==> config.mk <==
export PLATFORM = sky130hd
export DESIGN_NAME = lc3b_pipeline
export DESIGN_NICKNAME = d
export VERILOG_FILES = /design/src/lc3b_pkg.sv /design/src/lc3b_pipeline.sv /design/src/lc3b_mem_wb.sv /design/src/lc3b_execute.sv /design/src/lc3b_decode.sv /design/src/lc3b_regfile.sv
export VERILOG_INCLUDE_DIRS = /design/src
export SDC_FILE = /design/constraint.sdc
export NUM_CORES = 2
export LEC_CHECK = 0
export ABC_CLOCK_PERIOD_IN_PS = 4440
export BUFFER_PORTS_ARGS = -buffer_cell sky130_fd_sc_hd__buf_2
export CORE_AREA = 2 2 587 589
export CTS_BUF_LIST = sky130_fd_sc_hd__clkbuf_2
export CTS_CLUSTER_SIZE = 25
export DETAILED_ROUTE_END_ITERATION = 8
export DIE_AREA = 0 0 589 591
export GPL_TIMING_DRIVEN = 1
export PLACE_DENSITY = 0.72
export SLEW_MARGIN = 0
export SYNTH_ARGS = -nofsm -noshare
export SYNTH_HDL_FRONTEND = slang
export SYNTH_HIERARCHICAL = 1
export SYNTH_SLANG_ARGS = --single-unit
==> constraint.sdc <==
create_clock -name clk -period 4.44 [get_ports clk]
set_input_delay 0.222 -clock clk [delete_from_list [all_inputs] [get_ports clk]]
set_output_delay 0.222 -clock clk [all_outputs]
set_load 0.02 [all_outputs]
==> src/lc3b_params.svh <==
`ifndef LC3B_PARAMS_SVH
`define LC3B_PARAMS_SVH

// ********************
// Datapath sizing.
// ********************

// Width of one machine word.
`define LC3B_WORD_W 16

// Architectural register count.
`define LC3B_NUM_REGS 8

// Data memory depth in words.
`define LC3B_DMEM_WORDS 256

`endif
==> src/lc3b_pkg.sv <==
`default_nettype none

`include "lc3b_params.svh"

package lc3b_pkg;

	typedef logic [`LC3B_WORD_W-1:0] lc3b_word;
	typedef logic [$clog2(`LC3B_NUM_REGS)-1:0] lc3b_reg;

	typedef enum logic [3:0] {
		op_add = 4'b0001,
		op_and = 4'b0101,
		op_not = 4'b1001,
		op_ldr = 4'b0110,
		op_str = 4'b0111
	} lc3b_opcode;

	typedef enum logic [1:0] {
		alu_add,
		alu_and,
		alu_not,
		alu_pass
	} lc3b_aluop;

	typedef enum logic [1:0] {
		srcb_reg,
		srcb_imm5,
		srcb_offset
	} lc3b_srcb_sel;

	// ********************
	// Instruction word views.
	// ********************
	typedef struct packed {
		lc3b_opcode opcode;
		lc3b_reg    dr;
		lc3b_reg    sr1;
		logic       imm_flag;
		logic [4:0] sr2_imm5;      // sr2 in [2:0] when imm_flag is clear.
	} lc3b_op_fmt;

	typedef struct packed {
		lc3b_opcode opcode;
		lc3b_reg    dr_sr;
		lc3b_reg    base;
		logic [5:0] offset6;
	} lc3b_mem_fmt;

	typedef union packed {
		lc3b_op_fmt  op;
		lc3b_mem_fmt mem;
	} lc3b_instr;

	typedef struct packed {
		lc3b_aluop    aluop;
		lc3b_srcb_sel srcb_sel;
		logic         load_regfile;
		logic         load_cc;
		logic         mem_read;
		logic         mem_write;
	} lc3b_ctrl;

	typedef struct packed {
		logic     valid;
		lc3b_ctrl ctrl;
		lc3b_reg  dest;
		lc3b_word srca;
		lc3b_word srcb;
		lc3b_word store_data;
		lc3b_word imm;         // Already sign-extended.
	} lc3b_id_ex;

	typedef struct packed {
		logic     valid;
		lc3b_ctrl ctrl;
		lc3b_reg  dest;
		lc3b_word result;      // ALU result or memory address.
		lc3b_word store_data;
	} lc3b_ex_mw;

	typedef struct packed {
		logic     valid;
		lc3b_reg  dest;
		lc3b_word data;
	} lc3b_wb;

endpackage

`default_nettype wire

==> src/lc3b_pipeline.sv <==
`timescale 1ns/1ps
`default_nettype none

module lc3b_pipeline (
	input  logic                clk,
	input  logic                rst_n,
	input  lc3b_pkg::lc3b_instr instr,
	input  logic                instr_valid,
	output logic                instr_ready,
	output lc3b_pkg::lc3b_wb    wb,
	output logic [2:0]          cc
);

	lc3b_pkg::lc3b_id_ex id_ex;
	lc3b_pkg::lc3b_ex_mw ex_mw;

	// ********************
	// Stages.
	// ********************
	lc3b_decode decode_i (
		.clk         (clk),
		.rst_n       (rst_n),
		.instr       (instr),
		.instr_valid (instr_valid),
		.instr_ready (instr_ready),
		.wb          (wb),          // Register file write.
		.id_ex       (id_ex)
	);

	lc3b_execute execute_i (
		.clk   (clk),
		.rst_n (rst_n),
		.id_ex (id_ex),
		.ex_mw (ex_mw)
	);

	lc3b_mem_wb mem_wb_i (
		.clk   (clk),
		.rst_n (rst_n),
		.ex_mw (ex_mw),
		.wb    (wb),
		.cc    (cc)
	);

endmodule

`default_nettype wire

==> src/lc3b_mem_wb.sv <==
`timescale 1ns/1ps
`default_nettype none

`include "lc3b_params.svh"

module lc3b_mem_wb (
	input  logic                clk,
	input  logic                rst_n,
	input  lc3b_pkg::lc3b_ex_mw ex_mw,
	output lc3b_pkg::lc3b_wb    wb,
	output logic [2:0]          cc
);

	localparam int DMEM_AW = $clog2(`LC3B_DMEM_WORDS);

	lc3b_pkg::lc3b_word dmem [`LC3B_DMEM_WORDS];
	logic [DMEM_AW-1:0] dmem_addr;
	lc3b_pkg::lc3b_word load_data;
	logic               cc_n;
	logic               cc_z;

	initial begin
		for (int i = 0; i < `LC3B_DMEM_WORDS; i++)
			dmem[i] = '0;
	end

	// Word address, wraps at the memory depth.
	assign dmem_addr = ex_mw.result[DMEM_AW:1];

	// ********************
	// Data memory.
	// ********************
	always_ff @(posedge clk) begin
		if (ex_mw.valid && ex_mw.ctrl.mem_write)
			dmem[dmem_addr] <= ex_mw.store_data;
	end

	assign load_data = dmem[dmem_addr];

	// Write-back port.
	assign wb.valid = ex_mw.valid && ex_mw.ctrl.load_regfile;
	assign wb.dest  = ex_mw.dest;
	assign wb.data  = ex_mw.ctrl.mem_read ? load_data : ex_mw.result;

	assign cc_n = wb.data[`LC3B_WORD_W-1];
	assign cc_z = (wb.data == '0);

	always_ff @(posedge clk or negedge rst_n) begin
		if (!rst_n) begin
			cc <= 3'b010;      // z after reset.
		end else if (ex_mw.valid && ex_mw.ctrl.load_cc) begin
			cc <= {cc_n, cc_z, !cc_n && !cc_z};
		end
	end

	a_rd_wr_excl: assert property (
		@(posedge clk) disable iff (!rst_n)
		ex_mw.valid |-> !(ex_mw.ctrl.mem_read && ex_mw.ctrl.mem_write)
	) else $error("bundle has both mem_read and mem_write");

endmodule

`default_nettype wire

==> src/lc3b_execute.sv <==
`timescale 1ns/1ps
`default_nettype none

module lc3b_execute (
	input  logic                clk,
	input  logic                rst_n,
	input  lc3b_pkg::lc3b_id_ex id_ex,
	output lc3b_pkg::lc3b_ex_mw ex_mw
);

	lc3b_pkg::lc3b_word opnd_b;
	lc3b_pkg::lc3b_word alu_out;

	// Immediate path covers both imm5 and offset forms.
	assign opnd_b = (id_ex.ctrl.srcb_sel == lc3b_pkg::srcb_reg) ? id_ex.srcb : id_ex.imm;

	// ********************
	// ALU.
	// ********************
	always_comb begin
		case (id_ex.ctrl.aluop)
			lc3b_pkg::alu_add: alu_out = id_ex.srca + opnd_b;
			lc3b_pkg::alu_and: alu_out = id_ex.srca & opnd_b;
			lc3b_pkg::alu_not: alu_out = ~id_ex.srca;
			default:           alu_out = opnd_b;
		endcase
	end

	always_ff @(posedge clk or negedge rst_n) begin
		if (!rst_n) begin
			ex_mw <= '0;
		end else begin
			ex_mw.valid      <= id_ex.valid;
			ex_mw.ctrl       <= id_ex.ctrl;
			ex_mw.dest       <= id_ex.dest;
			ex_mw.result     <= alu_out;      // Address for LDR and STR.
			ex_mw.store_data <= id_ex.store_data;
		end
	end

	// A bubble entering execute never turns into a memory or register write.
	a_bubble_quiet: assert property (
		@(posedge clk) disable iff (!rst_n)
		!id_ex.valid |=> !(ex_mw.ctrl.load_regfile || ex_mw.ctrl.mem_write) || ex_mw.valid
	) else $error("bubble carries write control");

endmodule

`default_nettype wire

==> src/lc3b_decode.sv <==
`timescale 1ns/1ps
`default_nettype none

`include "lc3b_params.svh"

module lc3b_decode (
	input  logic                clk,
	input  logic                rst_n,
	input  lc3b_pkg::lc3b_instr instr,
	input  logic                instr_valid,
	output logic                instr_ready,
	input  lc3b_pkg::lc3b_wb    wb,
	output lc3b_pkg::lc3b_id_ex id_ex
);

	lc3b_pkg::lc3b_opcode opcode;
	lc3b_pkg::lc3b_reg    src_a;
	lc3b_pkg::lc3b_reg    src_b;
	lc3b_pkg::lc3b_word   reg_a;
	lc3b_pkg::lc3b_word   reg_b;
	lc3b_pkg::lc3b_word   imm;
	lc3b_pkg::lc3b_ctrl   ctrl;
	logic                 op_ok;
	logic                 uses_b;
	logic                 hazard;
	logic                 run_q;
	logic                 accept;

	assign opcode = instr.op.opcode;
	assign src_a  = instr.op.sr1;      // Same bits as the base register.
	assign src_b  = (opcode == lc3b_pkg::op_str) ? instr.mem.dr_sr : instr.op.sr2_imm5[2:0];

	lc3b_regfile regfile_i (
		.clk   (clk),
		.rst_n (rst_n),
		.wb    (wb),
		.src_a (src_a),
		.src_b (src_b),
		.reg_a (reg_a),
		.reg_b (reg_b)
	);

	// ********************
	// Control generation.
	// ********************
	always_comb begin
		ctrl = '{aluop: lc3b_pkg::alu_pass, srcb_sel: lc3b_pkg::srcb_reg, default: 1'b0};
		op_ok = 1'b1;
		case (opcode)
			lc3b_pkg::op_add, lc3b_pkg::op_and: begin
				ctrl.aluop = (opcode == lc3b_pkg::op_add) ? lc3b_pkg::alu_add : lc3b_pkg::alu_and;
				ctrl.load_regfile = 1'b1;
				ctrl.load_cc = 1'b1;
				if (instr.op.imm_flag)
					ctrl.srcb_sel = lc3b_pkg::srcb_imm5;
			end
			lc3b_pkg::op_not: begin
				ctrl.aluop = lc3b_pkg::alu_not;
				ctrl.load_regfile = 1'b1;
				ctrl.load_cc = 1'b1;
			end
			lc3b_pkg::op_ldr: begin
				ctrl.aluop = lc3b_pkg::alu_add;
				ctrl.srcb_sel = lc3b_pkg::srcb_offset;
				ctrl.load_regfile = 1'b1;
				ctrl.load_cc = 1'b1;
				ctrl.mem_read = 1'b1;
			end
			lc3b_pkg::op_str: begin
				ctrl.aluop = lc3b_pkg::alu_add;
				ctrl.srcb_sel = lc3b_pkg::srcb_offset;
				ctrl.mem_write = 1'b1;
			end
			default: op_ok = 1'b0;
		endcase
	end

	always_comb begin
		case (ctrl.srcb_sel)
			lc3b_pkg::srcb_imm5:
				imm = {{(`LC3B_WORD_W-5){instr.op.sr2_imm5[4]}}, instr.op.sr2_imm5};
			lc3b_pkg::srcb_offset:
				imm = {{(`LC3B_WORD_W-7){instr.mem.offset6[5]}}, instr.mem.offset6, 1'b0};
			default:
				imm = '0;
		endcase
	end

	// RAW check against the instruction one stage ahead.
	assign uses_b = (ctrl.srcb_sel == lc3b_pkg::srcb_reg && opcode != lc3b_pkg::op_not) ||
	                ctrl.mem_write;
	assign hazard = id_ex.valid && id_ex.ctrl.load_regfile &&
	                (id_ex.dest == src_a || (uses_b && id_ex.dest == src_b));

	assign instr_ready = run_q && !hazard;
	assign accept      = instr_valid && instr_ready;

	always_ff @(posedge clk or negedge rst_n) begin
		if (!rst_n) begin
			run_q <= 1'b0;
			id_ex <= '0;
		end else begin
			run_q <= 1'b1;
			id_ex.valid      <= accept;     // Bubble on stall.
			id_ex.ctrl       <= accept ? ctrl : '0;
			id_ex.dest       <= instr.op.dr;
			id_ex.srca       <= reg_a;
			id_ex.srcb       <= reg_b;
			id_ex.store_data <= reg_b;
			id_ex.imm        <= imm;
		end
	end

	a_supported_op: assert property (
		@(posedge clk) disable iff (!rst_n)
		accept |-> op_ok
	) else $error("unsupported opcode %b accepted", opcode);

endmodule

`default_nettype wire

==> src/lc3b_regfile.sv <==
`timescale 1ns/1ps
`default_nettype none

`include "lc3b_params.svh"

module lc3b_regfile (
	input  logic               clk,
	input  logic               rst_n,
	input  lc3b_pkg::lc3b_wb   wb,
	input  lc3b_pkg::lc3b_reg  src_a,
	input  lc3b_pkg::lc3b_reg  src_b,
	output lc3b_pkg::lc3b_word reg_a,
	output lc3b_pkg::lc3b_word reg_b
);

	lc3b_pkg::lc3b_word regs [`LC3B_NUM_REGS];

	// Same-cycle write is visible to the reader.
	function automatic lc3b_pkg::lc3b_word read_port(input lc3b_pkg::lc3b_reg src);
		if (wb.valid && wb.dest == src)
			return wb.data;
		return regs[src];
	endfunction

	always_ff @(posedge clk or negedge rst_n) begin
		if (!rst_n) begin
			for (int i = 0; i < `LC3B_NUM_REGS; i++)
				regs[i] <= '0;
		end else if (wb.valid) begin
			regs[wb.dest] <= wb.data;
		end
	end

	always_comb begin
		reg_a = read_port(src_a);
		reg_b = read_port(src_b);
	end

endmodule

`default_nettype wire

# == Word-level counts from Yosys, hierarchy flattened ==
# Memory sizes are Yosys's and may differ from the RTL's.
# Index checks and enable logic that the tools add are counted.
# totals
ff_bits,232
latchBits,0
ramBits,4096
mem_bits_ro,0
mem_count,1
# op_classes
n_addsub,1
mul,0
div_mod_pow,0
order_cmp,4
n_eq_ne,14
n_shift,0
n_mux,30
n_bitwise,5
reduce_logical,25
# memory_table
memory,depth,width,read_ports,rd_ports_with_merged_regs,wr,line_no,source
mem_wb_i.dmem,256,16,1,0,1,lc3b_mem_wb.sv:16,lc3b_pkg::lc3b_word dmem [`LC3B_DMEM_WORDS];
# ops
cell,count
16-bit 2-to-1 mux,11
128-bit bitwise mux,1
16-bit binary-select mux with 3-bit select,2
16-bit demux with 3-bit select,1
16-bit one-hot mux with 3 select lines,1
16-bit one-hot mux with 2 select lines,1
16-bit adder,1
16-bit bitwise AND,1
16-bit zero test,1
16-bit NOT,1
1-bit logical AND,13
3-bit equality test,4
"4-bit by 3-bit equality test with 1-bit output, second input constant",3
"4-bit >= comparator, second input constant",3
3-bit NOT with 4-bit output,3
1-bit 2-to-1 mux,8
8-bit 2-to-1 mux,1
2-bit zero test,3
2-bit one-hot mux with 3 select lines,1
"2-bit by 1-bit equality test with 1-bit output, second input constant",2
"2-bit equality test, second input constant",2
"4-bit by 1-bit equality test with 1-bit output, second input constant",1
"4-bit equality test, second input constant",1
"4-bit by 1-bit < comparator with 1-bit output, second input constant",1
8 further kinds,12

# == Logic depth before layout (Yosys ltp) ==
# logic_depth
word_depth,13
mapped_depth,18
mapped_depth_nobuf,11

# == Modules after synthesis ==
# The synthesis kept the hierarchy.
# modules_own_cells
module,n_inst,cells_each,area_each_um2,seq_area_each_um2
lc3b_mem_wb,1,7317,158450.7,123074.3
lc3b_regfile,1,452,7508.5,3203.1
lc3b_execute,1,215,2548.7,1101.1
lc3b_decode,1,147,1916.8,1276.2

# == Worst setup path after synthesis ==
# OpenSTA, ideal clock, no wires.
# synth_timing
kind,register -> register
startpoint,reg execute_i/ex_mw[0] (netlist name)
endpoint,mem mem_wb_i/dmem[0][0] in the netlist's numbering (data pin)
setup_ns,0.801
arrival_time_ns,3.169
required_time_ns,3.639
path_slack_ns,0.471
path_stages_with_launch,1
n_path_buf,0
synth_period_minus_slack_ns,3.969
cell_sequence,dfrtp_1
# synth_lines
element,line_no
"end, declared",lc3b_mem_wb.sv:16
# No word-level cell before the write port.

==> metrics.md <==
| Metric | Value |
|---|---|
| Critical path launch point type | register |
| Status | finished with violations |
| Number of buffers and inverters on the critical path | 9 |
| Max clock buf depth | 5 |
| HP Class | reg -> reg |
| Clk pwr share | 0.328 |
| Post-route insts no fill | 15.2k |
| Clock buffer count from CTS | 1113 |
| Mapped Nets | 8169 |
| Starting Density | 0.498 |
| Worst hold slack | 0.298 ns |
| Critical path peak fanout | 8 |
| Switch Pwr | 20.8 mW |
| Fmax | 166 MHz |
| RSZ-0062 raised after global routing | yes |
| Syn Std Cell Area | 0.170 mm² |
| Layout Nets | 9991 |
| Insertion delay to the later sink of the worst-skew pair | 2.23 ns |
| Largest net degree at the start of global routing | 185 |
| Sequential share of power | 0.565 |
| Clock transition at path regs | 0.11 ns |
| Maxcap violations | 0 |
| Placed wire-length estimate | 309000 µm |
| Gate count after technology mapping | 8127 |
| # fillers | 24.6k |
| Leakage | 62.8 nW |
| Initial antenna violation count | 32 |
| Period minus WS final | 6.02 ns |
| Failing checks | slew limit, setup timing |
| Switching share of power | 0.263 |
| CP Cell Sequence | buf_12 > buf_16 > buf_12 > buf_8 > buf_8 > buf_4 > mux4_2 > nand2b_4 > o211ai_1 > nand4_1 > a311o_1 > a21oi_4 > buf_12 > inv_8 > buf_8 |
| CTS tree | built |
| Synth warnings | 6 |
| CP max stage delay | 0.51 ns |
| Final Hold Vio Count | 0 |
| Total Routing Usage GR | 0.295 |
| Core Footprint | 0.342 mm² |
| CP delay by family, top | buffers and inverters |
| Critical Path RT | 4.22 ns |
| Die ar. | 0.348 mm² |
| Synth Area per Inst | 21.0 µm² |
| Die height | 591 µm |
| Vias/cell | 6.38 |
| Slowest cell on the critical path | dfrtp_4 |
| Post-Route WL | 514000 µm |
| Detailed Routing Iterations Pass 1 | 8 |
| Commonest non-fill, non-tap cell in the layout | edfxtp_1 |
| Slew of the pin with the lowest slew margin | 1.73 ns |
| WS Path Type | reg -> out |
| First-pass GRT wire length | 715000 µm |
| Share of layout cells above drive strength 1 | 0.394 |
| Most frequent cells in the layout | edfxtp_1 (4096), clkbuf_2 (1566), mux4_2 (839) |
| Ports | 43 |
| CTS H-tree depth | 7 |
| CP endpoint kind | primary output |
| Pint | 58.1 mW |
| Vias in the first global route | 96.9k |
| Final core occ | 0.576 |
| Total gr overflow | 0 |
| VDD IR max | 0.000292 V |
| Via count | 97.1k |
| Setup violators final | 20 |
| Comb pwr share | 0.107 |
| Setup WS pre-CTS | -0.701 ns |
| Worst Setup Slack, final | -1.58 ns |
| Clock Sinks | 4318 |
| Clock Skew | 0.212 ns |
| Die width | 589 µm |
| Rows | 215 |
| Slew headroom | -0.156 |
| Antenna-violating nets left | 0 |
| Pins over their slew limit | 82 |
| Post-route DRC | 0 |
| Power Dens Cells | 400 mW/mm² |
| Layout area overhead | 15.6% |
| Clock root buffer | clkbuf_2 |
| Placed cell count | 13.1k |
| Gpl congestion | 1.01 |
| Port Buffers | 42 |
| Wire per inst | 33.8 µm |
| Crit path arrival time | 5.80 ns |
| Crit share post-route | 1.36 |
| 1st-iter DRT viols | 14.9k |
flip-flops by register name, indices dropped and copies added (netlist names):
signal and cells:
execute_i/ex_mw 40, decode_i/run_q 1, mem_wb_i/cc 3, mem_wb_i/dmem 4096, decode_i/id_ex 50, decode_i/regfile_i/regs 128
worst paths after layout:
| kind | from | endpoint | slack (ns) | cells past startpoint |
|---|---|---|---|---|
| worst min register to register | decode_i/id_ex[69]$_DFF_PN0_ | execute_i/ex_mw[38]$_DFF_PN0_ | 0.30 | 0 |
| worst max register to register | execute_i/ex_mw[17]$_DFF_PN0_ | mem_wb_i/cc[1]$_DFFE_PN1P_ | -0.14 | 21 |
| worst min-delay path | decode_i/id_ex[69]$_DFF_PN0_ | execute_i/ex_mw[38]$_DFF_PN0_ | 0.30 | 0 |
| max in group asynchronous | rst_n | execute_i/ex_mw[12]$_DFF_PN0_ | 2.88 | 7 |
| worst max-delay path | execute_i/ex_mw[17]$_DFF_PN0_ | wb[13] | -1.58 | 15 |
| min in group asynchronous | rst_n | decode_i/regfile_i/regs[11]$_DFFE_PN0P_ | 0.38 | 6 |
layout make-up:
class / count / area, µm² / area share
Inverter: 32 / 128 / 0.000648
Clock inverter: 222 / 1320 / 0.00668
Tap cell: 4557 / 5700 / 0.0290
Timing Repair Buffer: 1222 / 12900 / 0.0656
Antenna cell: 37 / 92.6 / 0.000470
Multi-Input combinational cell: 3262 / 40300 / 0.205
Sequential cell: 4318 / 129000 / 0.653
Clock buffer: 1566 / 7840 / 0.0398
layer usage:
metal | global-route usage | part of all wire
met1 | 0.375 | 0.34
met4 | 0.175 | 0.062
met3 | 0.103 | 0.15
met5 | 0 | 0.00026
met2 | 0.443 | 0.46
repair_timing:
item	CTS	global route
endpoints found under the hold margin	272	0
gates resized for setup	440	80
setup endpoints to repair	63	21
hold buffers	102	0
pin swaps	98	58
buffers inserted	162	58
cloned	29	4
per-stage QoR:
step / TNS [ns] / power, mW / area, µm²
after floorplan: 0 / 49.3 / 170000
after global placement: -13.32 / 52.4 / 181000
after detailed placement: -14.33 / 52.5 / 181000
after CTS: -24.83 / 78.7 / 196000
after global routing: -26.29 / 81.3 / 197000
final: -23.53 / 78.9 / 197000
power by group through the flow:
stage,combinational [mW],sequential (mW),clock [mW]
global placement,6.85,45.5,0
global route,8.49,44.6,28.2
finish,8.42,44.6,25.8
detailed placement,6.94,45.5,0
CTS,7.97,44.6,26.1
floorplan,3.75,45.6,0
No activity file was read; power rests on OpenSTA's default activity.
